$ cat src/common/axi_adapter_consts.svh
// memory adapter widths and cache line geometry
`ifndef AXI_ADAPTER_CONSTS_SVH
`define AXI_ADAPTER_CONSTS_SVH

// request and AXI address width
`define ADP_ADDR_W 32

// AXI data width of one beat
`define ADP_BEAT_W 64

// line geometry, 4 beats of 8 bytes
`define ADP_LINE_BEATS 4
`define ADP_BEAT_IDX_W 2
`define ADP_BEAT_OFFS 3

// transaction id carried from request to completion
`define ADP_ID_W 4

`endif

$ cat src/common/axi_adapter_pkg.sv
// shared types and state encodings of the AXI memory adapter
`include "axi_adapter_consts.svh"

package axi_adapter_pkg;

  // request form, a single beat or a whole line
  typedef enum logic {
    REQ_SINGLE,
    REQ_LINE
  } req_kind_e;

  typedef enum logic [2:0] {
    WR_IDLE,
    WR_WAIT_AW,
    WR_WAIT_W,
    WR_WAIT_W_AW,
    WR_WAIT_AW_LAST,
    WR_WAIT_B
  } wr_state_e;

  typedef enum logic [1:0] {
    RD_IDLE,
    RD_WAIT_R,
    RD_COMPLETE
  } rd_state_e;

  // --------------------------------------------------
  // data types
  // --------------------------------------------------
  typedef logic [`ADP_ADDR_W-1:0]                           addr_t;
  typedef logic [`ADP_BEAT_W-1:0]                           beat_t;
  typedef logic [`ADP_BEAT_W/8-1:0]                         strb_t;
  typedef logic [`ADP_LINE_BEATS-1:0][`ADP_BEAT_W-1:0]      line_t;
  typedef logic [`ADP_LINE_BEATS-1:0][`ADP_BEAT_W/8-1:0]    line_strb_t;
  typedef logic [`ADP_BEAT_IDX_W-1:0]                       beat_idx_t;
  typedef logic [`ADP_ID_W-1:0]                             id_t;
  typedef logic [7:0]                                       burst_len_t;

endpackage

$ cat src/axi_adapter/axi_read_ctrl.sv
// read controller issuing AR and collecting R beats into a line buffer
`timescale 1ns/1ps
`include "axi_adapter_consts.svh"

module axi_read_ctrl import axi_adapter_pkg::*; (
  input  logic       clk_i,
  input  logic       rst_ni,
  input  logic       start_i,
  input  req_kind_e  kind_i,
  input  addr_t      addr_i,
  input  id_t        id_i,
  input  logic       ar_ready_i,
  input  logic       r_valid_i,
  input  logic       r_last_i,
  input  beat_t      r_data_i,
  input  id_t        r_id_i,
  output logic       ar_valid_o,
  output addr_t      ar_addr_o,
  output burst_len_t ar_len_o,
  output id_t        ar_id_o,
  output logic       r_ready_o,
  output beat_t      crit_word_o,
  output logic       crit_valid_o,
  output line_t      line_o,
  output logic       gnt_o,
  output logic       done_o,
  output logic       busy_o,
  output id_t        id_o
);

  localparam int unsigned line_offs = `ADP_BEAT_OFFS + `ADP_BEAT_IDX_W;

  rd_state_e state_q, state_d;
  req_kind_e kind_q, kind_d;
  beat_idx_t cnt_q, cnt_d;
  beat_idx_t offs_q, offs_d;
  id_t       id_q, id_d;
  line_t     line_q, line_d;
  beat_idx_t slot;

  // line reads are incrementing bursts from the line base
  always_comb begin
    ar_addr_o = addr_i;
    if (kind_i == REQ_LINE) begin
      ar_addr_o[line_offs-1:0] = '0;
    end
  end

  assign ar_len_o    = (kind_i == REQ_LINE) ? burst_len_t'(`ADP_LINE_BEATS - 1) : '0;
  assign ar_id_o     = id_i;
  assign crit_word_o = r_data_i;
  assign line_o      = line_q;
  assign id_o        = id_q;
  assign busy_o      = (state_q != RD_IDLE);
  // single reads always land in beat 0
  assign slot        = (kind_q == REQ_LINE) ? cnt_q : '0;

  // --------------------------------------------------
  // FSM
  // --------------------------------------------------
  always_comb begin
    state_d      = state_q;
    kind_d       = kind_q;
    cnt_d        = cnt_q;
    offs_d       = offs_q;
    id_d         = id_q;
    line_d       = line_q;
    ar_valid_o   = 1'b0;
    r_ready_o    = 1'b0;
    crit_valid_o = 1'b0;
    gnt_o        = 1'b0;
    done_o       = 1'b0;

    case (state_q)
      RD_IDLE: begin
        if (start_i) begin
          ar_valid_o = 1'b1;
          if (ar_ready_i) begin
            gnt_o   = 1'b1;
            kind_d  = kind_i;
            cnt_d   = '0;
            offs_d  = addr_i[`ADP_BEAT_OFFS +: `ADP_BEAT_IDX_W];
            state_d = RD_WAIT_R;
          end
        end
      end

      RD_WAIT_R: begin
        r_ready_o = 1'b1;
        if (r_valid_i) begin
          line_d[slot] = r_data_i;
          // beat at the requested offset is the critical word
          crit_valid_o = (kind_q == REQ_LINE) && (cnt_q == offs_q);
          cnt_d        = cnt_q + beat_idx_t'(1);
          if (r_last_i) begin
            id_d    = r_id_i;
            state_d = RD_COMPLETE;
          end
        end
      end

      RD_COMPLETE: begin
        done_o  = 1'b1;
        state_d = RD_IDLE;
      end

      default: state_d = RD_IDLE;
    endcase
  end

  always_ff @(posedge clk_i or negedge rst_ni) begin
    if (!rst_ni) begin
      state_q <= RD_IDLE;
      kind_q  <= REQ_SINGLE;
      cnt_q   <= '0;
      offs_q  <= '0;
      id_q    <= '0;
    end else begin
      state_q <= state_d;
      kind_q  <= kind_d;
      cnt_q   <= cnt_d;
      offs_q  <= offs_d;
      id_q    <= id_d;
    end
  end

  // line buffer
  always_ff @(posedge clk_i) begin
    line_q <= line_d;
  end

  // the slave only returns data for an accepted read address
  a_no_r_in_idle: assert property (@(posedge clk_i) disable iff (!rst_ni)
    (state_q == RD_IDLE) |-> !r_valid_i)
    else $error("read data arrived with no read open");

endmodule

$ cat src/axi_adapter/axi_write_ctrl.sv
// write controller sequencing AW, W and B for single-beat and line writes
`timescale 1ns/1ps
`include "axi_adapter_consts.svh"

module axi_write_ctrl import axi_adapter_pkg::*; (
  input  logic       clk_i,
  input  logic       rst_ni,
  input  logic       start_i,
  input  req_kind_e  kind_i,
  input  addr_t      addr_i,
  input  line_t      wdata_i,
  input  line_strb_t be_i,
  input  id_t        id_i,
  input  logic       aw_ready_i,
  input  logic       w_ready_i,
  input  logic       b_valid_i,
  input  id_t        b_id_i,
  output logic       aw_valid_o,
  output addr_t      aw_addr_o,
  output burst_len_t aw_len_o,
  output id_t        aw_id_o,
  output logic       w_valid_o,
  output beat_t      w_data_o,
  output strb_t      w_strb_o,
  output logic       w_last_o,
  output logic       b_ready_o,
  output logic       gnt_o,
  output logic       done_o,
  output logic       busy_o,
  output id_t        id_o
);

  localparam int unsigned line_offs = `ADP_BEAT_OFFS + `ADP_BEAT_IDX_W;
  localparam beat_idx_t   last_beat = beat_idx_t'(`ADP_LINE_BEATS - 1);

  wr_state_e state_q, state_d;
  beat_idx_t cnt_q, cnt_d;
  logic      is_line;
  logic      final_beat;

  assign is_line    = (kind_i == REQ_LINE);
  // a single write is its own last beat
  assign final_beat = !is_line || (cnt_q == last_beat);
  assign busy_o     = (state_q != WR_IDLE);

  // --------------------------------------------------
  // channel payload, held stable by the requester
  // --------------------------------------------------
  always_comb begin
    aw_addr_o = addr_i;
    if (is_line) begin
      aw_addr_o[line_offs-1:0] = '0;
    end
  end

  assign aw_len_o = is_line ? burst_len_t'(`ADP_LINE_BEATS - 1) : '0;
  assign aw_id_o  = id_i;
  assign w_data_o = wdata_i[cnt_q];
  assign w_strb_o = be_i[cnt_q];
  assign id_o     = b_id_i;

  // --------------------------------------------------
  // FSM, AW and W accepted independently
  // --------------------------------------------------
  always_comb begin
    state_d    = state_q;
    cnt_d      = cnt_q;
    aw_valid_o = 1'b0;
    w_valid_o  = 1'b0;
    w_last_o   = 1'b0;
    b_ready_o  = 1'b0;
    gnt_o      = 1'b0;
    done_o     = 1'b0;

    case (state_q)
      WR_IDLE: begin
        if (start_i) begin
          aw_valid_o = 1'b1;
          w_valid_o  = 1'b1;
          w_last_o   = final_beat;
          case ({aw_ready_i, w_ready_i})
            2'b11: begin
              if (is_line) begin
                cnt_d   = cnt_q + beat_idx_t'(1);
                state_d = WR_WAIT_W;
              end else begin
                gnt_o   = 1'b1;
                state_d = WR_WAIT_B;
              end
            end
            2'b10: state_d = WR_WAIT_W;
            2'b01: begin
              if (is_line) begin
                cnt_d   = cnt_q + beat_idx_t'(1);
                state_d = WR_WAIT_W_AW;
              end else begin
                state_d = WR_WAIT_AW;
              end
            end
            default: state_d = WR_IDLE;
          endcase
        end
      end

      // address taken, remaining data beats go out
      WR_WAIT_W: begin
        w_valid_o = 1'b1;
        w_last_o  = final_beat;
        if (w_ready_i) begin
          if (final_beat) begin
            gnt_o   = 1'b1;
            state_d = WR_WAIT_B;
          end else begin
            cnt_d = cnt_q + beat_idx_t'(1);
          end
        end
      end

      // line write with both channels still open
      WR_WAIT_W_AW: begin
        aw_valid_o = 1'b1;
        w_valid_o  = 1'b1;
        w_last_o   = final_beat;
        if (w_ready_i && !final_beat) begin
          cnt_d = cnt_q + beat_idx_t'(1);
        end
        case ({aw_ready_i, w_ready_i})
          2'b11: begin
            if (final_beat) begin
              gnt_o   = 1'b1;
              state_d = WR_WAIT_B;
            end else begin
              state_d = WR_WAIT_W;
            end
          end
          2'b10: state_d = WR_WAIT_W;
          2'b01: begin
            if (final_beat) begin
              state_d = WR_WAIT_AW_LAST;
            end
          end
          default: state_d = WR_WAIT_W_AW;
        endcase
      end

      // all data is out, only the address is missing
      WR_WAIT_AW, WR_WAIT_AW_LAST: begin
        aw_valid_o = 1'b1;
        if (aw_ready_i) begin
          gnt_o   = 1'b1;
          state_d = WR_WAIT_B;
        end
      end

      WR_WAIT_B: begin
        cnt_d = '0;
        if (b_valid_i) begin
          b_ready_o = 1'b1;
          done_o    = 1'b1;
          state_d   = WR_IDLE;
        end
      end

      default: state_d = WR_IDLE;
    endcase
  end

  always_ff @(posedge clk_i or negedge rst_ni) begin
    if (!rst_ni) begin
      state_q <= WR_IDLE;
      cnt_q   <= '0;
    end else begin
      state_q <= state_d;
      cnt_q   <= cnt_d;
    end
  end

  // the last beat closes the data phase, earlier beats keep it open
  a_w_last_ends: assert property (@(posedge clk_i) disable iff (!rst_ni)
    (w_valid_o && w_ready_i && w_last_o) |=> !w_valid_o)
    else $error("write data still valid after the last beat");

  a_w_more_beats: assert property (@(posedge clk_i) disable iff (!rst_ni)
    (w_valid_o && w_ready_i && !w_last_o) |=> w_valid_o)
    else $error("write burst stopped before the last beat");

endmodule

$ cat src/verilog/axi_adapter_top.sv
// AXI memory adapter top turning cache requests into AXI transactions
`timescale 1ns/1ps

module axi_adapter_top import axi_adapter_pkg::*; (
  input  logic       clk_i,
  input  logic       rst_ni,
  // request port
  input  logic       req_i,
  input  req_kind_e  kind_i,
  input  logic       we_i,
  input  addr_t      addr_i,
  input  line_t      wdata_i,
  input  line_strb_t be_i,
  input  id_t        id_i,
  output logic       gnt_o,
  output logic       valid_o,
  output line_t      rdata_o,
  output id_t        id_o,
  output beat_t      crit_word_o,
  output logic       crit_valid_o,
  output logic       busy_o,
  // AW, W and B
  output logic       aw_valid_o,
  input  logic       aw_ready_i,
  output addr_t      aw_addr_o,
  output burst_len_t aw_len_o,
  output id_t        aw_id_o,
  output logic       w_valid_o,
  input  logic       w_ready_i,
  output beat_t      w_data_o,
  output strb_t      w_strb_o,
  output logic       w_last_o,
  input  logic       b_valid_i,
  output logic       b_ready_o,
  input  id_t        b_id_i,
  // AR and R
  output logic       ar_valid_o,
  input  logic       ar_ready_i,
  output addr_t      ar_addr_o,
  output burst_len_t ar_len_o,
  output id_t        ar_id_o,
  input  logic       r_valid_i,
  output logic       r_ready_o,
  input  beat_t      r_data_i,
  input  logic       r_last_i,
  input  id_t        r_id_i
);

  logic  wr_start, wr_gnt, wr_done, wr_busy;
  logic  rd_start, rd_gnt, rd_done, rd_busy;
  id_t   wr_id, rd_id;
  line_t rd_line;

  axi_request_router u_axi_request_router (
    .req_i      (req_i),
    .we_i       (we_i),
    .wr_gnt_i   (wr_gnt),
    .wr_done_i  (wr_done),
    .wr_busy_i  (wr_busy),
    .wr_id_i    (wr_id),
    .rd_gnt_i   (rd_gnt),
    .rd_done_i  (rd_done),
    .rd_busy_i  (rd_busy),
    .rd_id_i    (rd_id),
    .rd_line_i  (rd_line),
    .wr_start_o (wr_start),
    .rd_start_o (rd_start),
    .gnt_o      (gnt_o),
    .valid_o    (valid_o),
    .busy_o     (busy_o),
    .id_o       (id_o),
    .rdata_o    (rdata_o)
  );

  axi_write_ctrl u_axi_write_ctrl (
    .clk_i      (clk_i),
    .rst_ni     (rst_ni),
    .start_i    (wr_start),
    .kind_i     (kind_i),
    .addr_i     (addr_i),
    .wdata_i    (wdata_i),
    .be_i       (be_i),
    .id_i       (id_i),
    .aw_ready_i (aw_ready_i),
    .w_ready_i  (w_ready_i),
    .b_valid_i  (b_valid_i),
    .b_id_i     (b_id_i),
    .aw_valid_o (aw_valid_o),
    .aw_addr_o  (aw_addr_o),
    .aw_len_o   (aw_len_o),
    .aw_id_o    (aw_id_o),
    .w_valid_o  (w_valid_o),
    .w_data_o   (w_data_o),
    .w_strb_o   (w_strb_o),
    .w_last_o   (w_last_o),
    .b_ready_o  (b_ready_o),
    .gnt_o      (wr_gnt),
    .done_o     (wr_done),
    .busy_o     (wr_busy),
    .id_o       (wr_id)
  );

  axi_read_ctrl u_axi_read_ctrl (
    .clk_i        (clk_i),
    .rst_ni       (rst_ni),
    .start_i      (rd_start),
    .kind_i       (kind_i),
    .addr_i       (addr_i),
    .id_i         (id_i),
    .ar_ready_i   (ar_ready_i),
    .r_valid_i    (r_valid_i),
    .r_last_i     (r_last_i),
    .r_data_i     (r_data_i),
    .r_id_i       (r_id_i),
    .ar_valid_o   (ar_valid_o),
    .ar_addr_o    (ar_addr_o),
    .ar_len_o     (ar_len_o),
    .ar_id_o      (ar_id_o),
    .r_ready_o    (r_ready_o),
    .crit_word_o  (crit_word_o),
    .crit_valid_o (crit_valid_o),
    .line_o       (rd_line),
    .gnt_o        (rd_gnt),
    .done_o       (rd_done),
    .busy_o       (rd_busy),
    .id_o         (rd_id)
  );

endmodule

$ cat src/verilog/axi_request_router.sv
// request router steering to the write or read side and merging results
`timescale 1ns/1ps

module axi_request_router import axi_adapter_pkg::*; (
  input  logic  req_i,
  input  logic  we_i,
  // write side results
  input  logic  wr_gnt_i,
  input  logic  wr_done_i,
  input  logic  wr_busy_i,
  input  id_t   wr_id_i,
  // read side results
  input  logic  rd_gnt_i,
  input  logic  rd_done_i,
  input  logic  rd_busy_i,
  input  id_t   rd_id_i,
  input  line_t rd_line_i,
  // side starts
  output logic  wr_start_o,
  output logic  rd_start_o,
  // merged requester view
  output logic  gnt_o,
  output logic  valid_o,
  output logic  busy_o,
  output id_t   id_o,
  output line_t rdata_o
);

  logic side_open;

  // one transaction at a time across both sides
  assign side_open  = !(wr_busy_i || rd_busy_i);

  assign wr_start_o = req_i && we_i && side_open;
  assign rd_start_o = req_i && !we_i && side_open;

  // --------------------------------------------------
  // result merge
  // --------------------------------------------------
  assign gnt_o   = wr_gnt_i || rd_gnt_i;
  assign valid_o = wr_done_i || rd_done_i;
  assign busy_o  = wr_busy_i || rd_busy_i;

  always_comb begin
    if (rd_done_i) begin
      id_o    = rd_id_i;
      rdata_o = rd_line_i;
    end else begin
      id_o    = wr_id_i;
      rdata_o = '0;
    end
  end

  // both sides never finish together since only one is ever open
  always_comb begin
    a_done_excl: assert (!(wr_done_i && rd_done_i))
      else $error("write and read completion in the same cycle");
  end

endmodule
$ cat config.mk
export PLATFORM = sky130hd
export DESIGN_NAME = axi_adapter_top
export DESIGN_NICKNAME = d
export VERILOG_FILES = /design/src/common/axi_adapter_pkg.sv /design/src/axi_adapter/axi_read_ctrl.sv /design/src/axi_adapter/axi_write_ctrl.sv /design/src/verilog/axi_adapter_top.sv /design/src/verilog/axi_request_router.sv
export VERILOG_INCLUDE_DIRS = /design/src /design/src/common
export SDC_FILE = /design/constraint.sdc
export NUM_CORES = 1
export LEC_CHECK = 0
export BUFFER_PORTS_ARGS = -buffer_cell sky130_fd_sc_hd__buf_2
export CORE_AREA = 2 2 354 356
export CTS_BUF_LIST = sky130_fd_sc_hd__clkbuf_4 sky130_fd_sc_hd__clkbuf_8
export DETAILED_ROUTE_END_ITERATION = 10
export DIE_AREA = 0 0 356 358
export PLACE_DENSITY = 0.41
export SYNTH_ARGS = -nofsm -noshare
export SYNTH_HDL_FRONTEND = slang
export SYNTH_SLANG_ARGS = --single-unit
$ cat constraint.sdc
create_clock -name clk_i -period 6.4 [get_ports clk_i]
set_input_delay 1.28 -clock clk_i [delete_from_list [all_inputs] [get_ports clk_i]]
set_output_delay 1.28 -clock clk_i [all_outputs]
set_load 0.02 [all_outputs]
==> results of run 1 <==
-- routing by layer --
metal | up-vias | GRT usage (%) | routed length, µm
met5 | - | 0 | 33
li1 | 4524 | - | -
met1 | 4810 | 10.9 | 25500
met2 | 750 | 24.0 | 44500
met3 | 289 | 3.57 | 6060
met4 | 6 | 3.14 | 2900
-- sequential cells by signal, summed over array words and instances, names as in the netlist --
signal	flops
u_axi_write_ctrl.cnt_q	2
u_axi_read_ctrl.id_o	4
u_axi_read_ctrl.cnt_q	2
u_axi_read_ctrl.line_o	256
u_axi_read_ctrl.kind_q	1
u_axi_write_ctrl.state_q	3
u_axi_read_ctrl.state_q	2
u_axi_read_ctrl.offs_q	2
-- cells in the mapped netlist, types with 2 or more instances --
cell	instances	area [µm²]
mux4_2	72	1620
inv_1	7	26.3
buf_4	148	1110
and3_1	2	12.5
o211ai_1	5	37.5
a21oi_1	5	25.0
a211o_1	3	26.3
a211oi_1	2	15.0
nand3_1	5	25.0
o21a_1	2	15.0
nor2_1	9	33.8
buf_2	17	85.1
nand2_1	13	48.8
nand3b_1	2	15.0
nor2b_1	10	62.6
edfxtp_1	256	7690
dfrtp_1	16	400
nand2b_1	4	25.0
xor2_1	2	17.5
nor3_1	4	20.0
mux2_2	12	135
o21ai_0	6	30.0
nand4_1	2	12.5
and2_1	257	1610
buf_1	2	7.51
clkbuf_1	34	128
nor3b_1	2	15.0
-- cells in the final DEF (no fill, tap or decap), drive strengths merged, types with 2 or more instances in the layout --
master,n
buf,808
and2,257
edfxtp,256
mux4,72
clkbuf,70
clkinv,19
dfrtp,16
nand2,13
mux2,12
conb,12
nor2b,10
diode,9
nor2,9
inv,9
o21ai,6
nand3,5
a21oi,5
o211ai,5
nand2b,5
nor3,5
a211o,3
xor2,2
nand4,2
o21a,2
nand3b,2
a211oi,2
bufinv,2
nor3b,2
and3,2
-- worst paths after layout --
path                                                          end                                   start  slack, ns
setup / recovery                                     w_data_o[52]   u_axi_write_ctrl.cnt_q[0]$_DFFE_PN0P_       2.13
hold / removal                u_axi_read_ctrl.id_o[0]$_DFFE_PN0P_     u_axi_read_ctrl.id_o[0]$_DFFE_PN0P_       0.50
setup reg to reg            u_axi_read_ctrl.line_o[173]$_DFFE_PP_  u_axi_read_ctrl.state_q[0]$_DFFE_PN0P_       3.45
hold reg to reg               u_axi_read_ctrl.id_o[0]$_DFFE_PN0P_     u_axi_read_ctrl.id_o[0]$_DFFE_PN0P_       0.50
max in group asynchronous   u_axi_write_ctrl.cnt_q[0]$_DFFE_PN0P_                                  rst_ni       5.54
min in group asynchronous  u_axi_read_ctrl.state_q[1]$_DFFE_PN0P_                                  rst_ni       0.53
-- power by group through the flow --
stage	combinational, W	sequential (W)	clock [W]
floorplan	0.00135	0.00209	0
global placement	0.00179	0.00222	0
detailed placement	0.00179	0.00222	0
CTS	0.00179	0.00218	0.00187
global route	0.00188	0.00220	0.00193
finish	0.00176	0.00218	0.00177
-- layout make-up --
class                      count  area [µm²]  area share [%]
multi-input combinational    450        4090            21.0
sequential                   272        8100            41.7
clock buffer                  70         857            4.41
timing repair buffer         808        4100            21.1
clock inverter                24         180           0.928
tap                         1637        2050            10.5
inverter                       7        26.3           0.135
antenna                        9        22.5           0.116
-- stage by stage --
step | setup WS, ns | instance area [µm²] | utilization [%]
3_3_place_gp | 2.76 | 18400 | 14.9
3_5_place_dp | 2.73 | 18400 | 14.9
5_1_grt | 1.88 | 19400 | 15.7
4_1_cts | 1.97 | 19400 | 15.7
2_1_floorplan | 0.0467 | 13500 | -
6_report | 2.13 | 19400 | 15.7
-- logic make-up after synthesis --
logic type      Yosys count  share of synthesized area (%)
fa+ha+maj                 1                         0.0930
simple gates            315                           14.4
other cells               1                         0.0279
buf+inv                 209                           10.1
compound gates           35                           2.05
flops                   272                           60.1
xor+xnor                  2                          0.130
mux                      85                           13.1
-- critical path, stage by stage (launching register included) --
cell	delay, ns
dfrtp_4	0.90
buf_4	0.58
mux4_2	0.58
buf_2	0.18
==> out/metrics.yaml, run 1 <==
outcome: "finished, final reports clean"
finalHoldViolCount: 0
port_buffers: 795
clock_skew_ns: 0.0261
fp.dieW_um: 356
leakagePower_nw: 8.23
wl_per_cell_um: 24.1
worst-slew-pin-transition_ns: 0.881
cts_inserted_buffers: 53
fin_crit_sh_pct: 66.8
final.min_clock_period_ns: 4.27
chipHeight_um: 358
firstDrtPassIters: 4
ys_types: 48
initialDrtViolationCount: 394
drc: 0
swShare_pct: 34.3
combPwrFrac_pct: 30.8
crit_required_ns: 5.12
switching_power_w: 0.00196
slew_violations: 0
root_buffer: "clkbuf_8"
pwr_density_cell_mw_per_mm2: 294
n_fill_cell: 14000
rows: 129
finalSetupViolCount: 0
rsz0062_at_grt: "false"
postSynthCellCount: 920
arrival_ns: 2.99
dieArea_mm2: 0.127
crit_type: "reg -> out"
clock-sinks: 272
drive_gt1_share_pct: 60.8
maxCapViolCount: 0
hpwl_um: 65800
hold-worst-slack_ns: 0.505
p_seq_share_pct: 38.1
initial_core_util_pct: 10.9
gp_congestion: 0.778
clock_latency_ns: 0.67
post_layout_nonfiller_instances: 3277
synth-seq-cells: 272
clockBufferDepth: 3
synth_edf_count: 256
avgSynthCellArea_um2: 14.6
synthFlopType: "edfxtp_1"
grt_pass1_wl_um: 97400
dp_cells: 3174
yosys_warnings: 0
post_cts.repair.setup_buffers: 0
tritoncts: "yes"
intPower_w: 0.00375
cts_hold_buf: 0
async_flop_share_pct: 5.88
worstRegToRegCells: 5
grt_overflow_total: 0
crit_path_end_kind: "output pin"
core_mm2: 0.123
grt_pass1_vias: 10000
grtUsageTotal_pct: 11.7
cts_max_level: 2
p_clk_share_pct: 31.1
ir_drop_v: 0.000143
hold_class: "reg -> reg"
cts_resized: 0
vias: 10400
antenna_found_initial: 108
area_delta_synth_final_pct: 44.3
cp_max_fo: 40
ioPinCount: 901
fmax_ghz: 0.234
nets: 2000
power_w: 0.00571
hold_depth: 1
ys_seq_area_share_pct: 60.1
syn-cell-area_mm2: 0.0135
slew_headroom_pct: 41.3
clk_pin_slew_worst_paths_ns: 0.06
worstSetupStartpointType: "flip-flop"
setup-tns-final_ns: 0
grt_max_degree: 108
via_per_inst: 3.17
ant_nets: 0
drt-total-wl_um: 79000
Power figures use the tool's default switching activity.
==> run 2, diff against run 1 <==
- PLACE_DENSITY: 0.41 -> 0.4
- clock period: 6.4 -> 4.3 ns (I/O delays scaled with it)
==> run 2 against run 1 <==
Compared with the run above:
- non-clock buffer count rose by 5
- clock power rose by 47%
- clock skew rose by 0.033 ns
- critical path type unchanged
- critical endpoint is now w_data_o[32]
==> out/metrics.yaml, run 2 (synthesis results as in run 1) <==
drt-total-wl_um: 79900  # +1.2%
use_met3_pct: 3.86  # +0.30 points
finalSetupViolCount: 0  # unchanged
grt_max_degree: 131  # +21%
worstSetupStartpointType: "flip-flop"
worst-slew-pin-transition_ns: 0.813  # -0.0673 ns
ioPinCount: 901  # unchanged
tritoncts: "yes"
layout_common_cells: "buf_2, and2_1, edfxtp_1"
grtUsageTotal_pct: 11.8  # +0.13 points
crit_path_end_kind: "output pin"
hold_end: "u_axi_read_ctrl.id_o[2]$_DFFE_PN0P_"
slowest_delay_ns: 0.95  # +0.05 ns
ant_nets: 0  # unchanged
crit_chain: "buf_4, mux4_2, buf_2"
min-delay-start: "r_id_i[2]"
port_buffers: 795  # unchanged
worstSetupStartpoint: "u_axi_write_ctrl.cnt_q[0]$_DFFE_PN0P_"
outcome: "finished, final reports clean"
clock_latency_ns: 0.71  # +0.04 ns
fin_area_mm2: 0.0195  # +0.59%
drc: 0  # unchanged
ir_drop_v: 0.000225  # +57%
fp.dieW_um: 356  # unchanged
drive_gt1_share_pct: 60.7  # -0.11 points
slew_headroom_pct: 45.8  # +4.5 points
fmax_ghz: 0.274
grt_pass1_vias: 10100  # +0.86%
setup-tns-final_ns: 0  # unchanged
hold_depth: 2  # +1
cts_inserted_buffers: 53  # unchanged
critPathBufInv: 2  # unchanged
cp_top_family: "flip-flops"
cp_slowest_cell: "dfrtp_4"
crit_required_ns: 3.44  # -1.68 ns
largest_register_ffs: 256  # unchanged
clock_skew_ns: 0.0588  # +0.0326 ns
slew_violations: 0  # unchanged
reg2reg_from: "u_axi_read_ctrl.state_q[0]$_DFFE_PN0P_"
mostFrequentLayoutCell: "buf_2"
grt_overflow_total: 0  # unchanged
fin_ws_ns: 0.649  # -1.48 ns
cp_max_fo: 39  # -2.5%
wl_per_cell_um: 24.2  # +0.51%
dpl_worst_slack_ns: 1.33  # -1.40 ns
rsz0062_at_grt: "false"
worst_r2r_endpoint: "u_axi_read_ctrl.line_o[154]$_DFFE_PP_"
gp_congestion: 0.856  # +9.9%
hold_class: "in -> reg"
arrival_ns: 2.79  # -0.20 ns
antenna_found_initial: 98  # -9.3%
dpl_cell_area_mm2: 0.0184  # +0.47%
initial_core_util_pct: 10.9  # unchanged
crit_type: "reg -> out"
gr-usage-met1_pct: 10.7  # -0.22 points
cts_max_level: 2  # unchanged
final.min_clock_period_ns: 3.65
power_w: 0.00851  # +49%
initialDrtViolationCount: 472  # +20%
clockBufferDepth: 3  # unchanged
top_usage_layer: "met2"
via_per_inst: 3.17  # about the same
worstRegToRegCells: 5  # unchanged
leakagePower_nw: 8.25  # +0.25%
clk_pin_slew_worst_paths_ns: 0.05  # about the same
core_mm2: 0.123  # unchanged
area_delta_synth_final_pct: 45.1
fin_crit_sh_pct: 84.9
pwr_density_cell_mw_per_mm2: 436  # +48%
vias: 10400  # +0.66%
root_buffer: "clkbuf_8"
finalHoldViolCount: 0  # unchanged
nets: 2005  # +0.25%
use_met2_pct: 24.3  # +0.28 points
r2r_slack_ns: 1.98  # -1.47 ns
chipHeight_um: 358  # unchanged
grt_pass1_wl_um: 98600  # +1.2%
hpwl_um: 66700  # +1.4%
maxCapViolCount: 0  # unchanged
rows: 129  # unchanged
dieArea_mm2: 0.127  # unchanged
firstDrtPassIters: 4  # unchanged
clock-sinks: 272  # unchanged
run 2: metal layers:
layer	vias to the layer above	part of all wire, %	wire length, µm
met2	705	57	45600
li1	4547	-	-
met5	-	0.12	92
met3	231	8.4	6720
met1	4950	31	24600
met4	14	3.7	2920
run 2: repair_timing:
item	in CTS	in global routing
hold endpoints to repair	3	0
hold buffers	1	0
endpoints found under the setup margin	0	0
setup buffers	0	0
resized for setup	0	0
run 2: worst max-delay path by stage:
stage | end | slack, ns | depth (start not counted)
floorplan | u_axi_read_ctrl.line_o[192]$_DFFE_PP_ | 0.04 | 4
global placement | w_data_o[32] | 1.35 | 3
detailed placement | w_data_o[32] | 1.33 | 3
CTS | w_data_o[32] | 0.49 | 3
global route | gnt_o | 0.36 | 6
finish | w_data_o[32] | 0.65 | 3
run 2: layout make-up:
class	instances	area [µm²]
diodes	27	67.6
clock buffers	70	857
clock inverters	22	154
fillers	13900	104000
inverters	7	26.3
multi-input cells	450	4090
flip-flops and latches	272	8100
well taps	1637	2050
repair buffers	813	4190
run 2: where the power goes:
| part | total, W | switching, W | internal, W |
|---|---|---|---|
| logic | 0.00261 | 0.00145 | 0.00117 |
| registers | 0.00328 | 0.000263 | 0.00302 |
| clock network | 0.00261 | 0.00125 | 0.00136 |
run 2: metrics by stage:
stage | std cells | hold slack, ns | utilization (%)
CTS | 3271 | 0.273 | 15.8
floorplan | 931 | 0.474 | -
detailed placement | 3178 | 0.496 | 15.0
global route | 3279 | 0.311 | 15.8
global placement | 3178 | 0.486 | 15.0
finish | 3298 | 0.386 | 15.8
==> run 3, diff against run 2 <==
- ABC_AREA: default -> 1
- CORE_AREA: 2 2 354 356 -> 2 2 353 355
- DIE_AREA: 0 0 356 358 -> 0 0 355 357
- PLACE_DENSITY: 0.4 -> 0.42
- clock period: 4.3 -> 3.1 ns (I/O delays scaled with it)
==> run 3 against run 2 <==
Compared with the run above:
- via count rose by 31%
- non-clock buffer count rose by 28
- synthesized cell count rose by 69%
- critical path type unchanged
- highest routed layer unchanged
==> out/metrics.yaml, run 3 <==
reg2reg_from: "u_axi_read_ctrl.state_q[1]$_DFFE_PN0P_"
pwr_density_cell_mw_per_mm2: 711  # +63%
core_mm2: 0.123  # -0.26%
initialDrtViolationCount: 968  # +110%
vias: 13700  # +31%
drc: 0  # unchanged
area_delta_synth_final_pct: 45.8
hold_class: "in -> reg"
fin_area_mm2: 0.0206  # +5.4%
mostFrequentLayoutCell: "buf_2"
final.min_clock_period_ns: 2.99
p_clk_share_pct: 24.1  # -6.6 points
min-delay-start: "r_id_i[0]"
wl_per_cell_um: 23.7  # -2.2%
worst_r2r_endpoint: "u_axi_read_ctrl.line_o[104]$_DFFE_PP_"
clock_latency_ns: 0.68  # -0.03 ns
hold-worst-slack_ns: 0.149  # -0.237 ns
synth-seq-cells: 272  # unchanged
fmax_ghz: 0.334
ant_nets: 0  # unchanged
synthTopCellsByCount: "nor2_1, inv_1, edfxtp_1, buf_4, o21ai_0"
outcome: "finished, final reports clean"
synth_edf_count: 256  # unchanged
clk_pin_slew_worst_paths_ns: 0.06  # about the same
hpwl_um: 78400  # +18%
largest_register_ffs: 256  # unchanged
ys_types: 32  # -33%
switching_power_w: 0.00651  # +120%
worst-slew-pin-transition_ns: 0.721  # -0.0921 ns
clockBufferDepth: 3  # unchanged
fin_crit_sh_pct: 96.5
ioPinCount: 901  # unchanged
avgSynthCellArea_um2: 9.07  # -38%
drt-total-wl_um: 94000  # +18%
grt_pass1_wl_um: 120000  # +22%
crit_path_end_kind: "output pin"
cp_slowest_cell: "dfrtp_2"
drive_gt1_share_pct: 43.2  # -18 points
dpl_cell_area_mm2: 0.0193  # +4.6%
ir_drop_v: 0.000401  # +78%
ys_seq_area_share_pct: 57.3  # -2.8 points
gp_congestion: 0.939  # +9.8%
chipHeight_um: 357  # -0.28%
worstRegToRegCells: 7  # +2
maxCapViolCount: 0  # unchanged
intPower_w: 0.00814  # +47%
critPathBufInv: 3  # +1
slowest_delay_ns: 0.52  # -0.43 ns
cts_max_level: 2  # unchanged
dieArea_mm2: 0.127  # -0.56%
cp_max_fo: 28  # -28%
worstSetupStartpointType: "flip-flop"
cts_inserted_buffers: 52  # -1.9%
swShare_pct: 44.4  # +9.7 points
p_seq_share_pct: 30.7  # -7.9 points
synth_top_area_share_pct: 54.4  # -2.7 points
synth.most_common_cell: "nor2_1"
use_met3_pct: 3.36  # -0.51 points
use_met2_pct: 28.4  # +4.1 points
postSynthCellCount: 1558  # +69%
worstSetupStartpoint: "u_axi_write_ctrl.cnt_q[1]$_DFFE_PN0P_"
crit_chain: "inv_6, buf_6, o21ai_0, o22ai_1, buf_2"
grt_pass1_vias: 13200  # +30%
hold_end: "u_axi_read_ctrl.id_o[0]$_DFFE_PN0P_"
initial_core_util_pct: 11.5  # +0.57 points
nets: 2650  # +32%
gr-usage-met1_pct: 12.7  # +2.0 points
slew_violations: 0  # unchanged
yosys_warnings: 0  # unchanged
layout_common_cells: "buf_2, nor2_1, inv_1"
slew_headroom_pct: 51.9  # +6.1 points
port_buffers: 795  # unchanged
arrival_ns: 2.37  # -0.42 ns
crit_required_ns: 2.48  # -0.96 ns
grtUsageTotal_pct: 14.2  # +2.4 points
yosys.area.top_type: "edfxtp_1"
cp_top_family: "buffers and inverters"
firstDrtPassIters: 5  # +1
finalHoldViolCount: 0  # unchanged
rows: 129  # unchanged
rsz0062_at_grt: "true"
crit_type: "reg -> out"
async_flop_share_pct: 5.88  # unchanged
yosys-top-cells-area: "edfxtp_1, nor2_1, buf_4"
synthFlopType: "edfxtp_1"
clock_skew_ns: 0.0358  # -0.0230 ns
top_usage_layer: "met2"
combPwrFrac_pct: 45.2  # +15 points
fp.dieW_um: 355  # -0.28%
r2r_slack_ns: 0.97  # -1.01 ns
via_per_inst: 3.45  # +9.0%
finalSetupViolCount: 0  # unchanged
grt_overflow_total: 0  # unchanged
tritoncts: "yes"
antenna_found_initial: 107  # +9.2%
final_util_pct: 16.7  # +0.91 points
root_buffer: "clkbuf_8"
clock-sinks: 272  # unchanged
syn-cell-area_mm2: 0.0141  # +4.9%
hold_depth: 3  # +1
leakagePower_nw: 10.1  # +22%
grt_max_degree: 56  # -57%
[run 3: repair_timing]
action	CTS	global route
endpoints found under the setup margin	56	47
pin swaps	1	2
setup buffers	1	1
gates resized for setup	24	9
hold buffers	1	0
cloned	0	1
endpoints found under the hold margin	16	0
[run 3: per-stage QoR]
step | TNS [ns] | total power [W] | instances | worst slack, ns
5_1_grt | -0.00855 | 0.0154 | 3953 | -0.00662
3_3_place_gp | 0 | 0.0110 | 3821 | 0.406
6_report | 0 | 0.0146 | 3968 | 0.109
4_1_cts | -0.0341 | 0.0148 | 3917 | -0.0313
2_1_floorplan | -194.59 | 0.00832 | 1569 | -0.760
3_5_place_dp | 0 | 0.0110 | 3821 | 0.408
[run 3: kinds of logic (layout without fill, tap and decap cells)]
| family | count (synthesis) | count (layout) | synth area share, % |
|---|---|---|---|
| flops | 272 | 272 | 57.3 |
| buf+inv | 516 | 1229 | 18.2 |
| mux | 4 | 4 | 0.319 |
| compound gates | 234 | 234 | 9.13 |
| other cells | 1 | 61 | 0.0266 |
| fa+ha+maj | 1 | 1 | 0.0886 |
| simple gates | 529 | 529 | 14.9 |
| xor+xnor | 1 | 1 | 0.0620 |
[run 3: power by group through the flow]
stage	clock (W)	combinational, W	sequential, W
2_1_floorplan	0	0.00384	0.00448
3_3_place_gp	0	0.00646	0.00455
3_5_place_dp	0	0.00645	0.00455
4_1_cts	0.00369	0.00660	0.00448
5_1_grt	0.00383	0.00709	0.00451
6_report	0.00353	0.00662	0.00449
[run 3: worst min-delay path: cells and delay by family]
kind | cells | cell delay [ns]
buffers and inverters | 1 | 0.08
AND/OR/NAND/NOR | 2 | 0.10
[run 3: cell type report]
class | count | area, µm²
repair inverters | 1 | 8.76
inverters | 293 | 1120
repair buffers | 841 | 4540
multi-input cells | 781 | 3660
clock inverters | 20 | 124
well taps | 1637 | 2050
fillers | 14200 | 102000
flip-flops and latches | 272 | 8090
diodes | 49 | 123
clock buffers | 74 | 887
[run 3: how the worst max path moves through the flow]
| stage | slack, ns | endpoint | depth (start not counted) |
|---|---|---|---|
| floorplan | -0.76 | u_axi_read_ctrl.line_o[0]$_DFFE_PP_ | 5 |
| global placement | 0.41 | w_data_o[17] | 5 |
| detailed placement | 0.41 | w_data_o[17] | 5 |
| CTS | -0.03 | w_data_o[14] | 4 |
| global route | -0.007 | w_data_o[17] | 4 |
| finish | 0.11 | w_data_o[6] | 5 |
[run 3: layer usage]
layer | share of wire (%) | vias to the layer above
met1 | 31 | 6405
li1 | - | 6225
met2 | 57 | 773
met5 | 0.027 | -
met3 | 6.5 | 296
met4 | 5.7 | 4
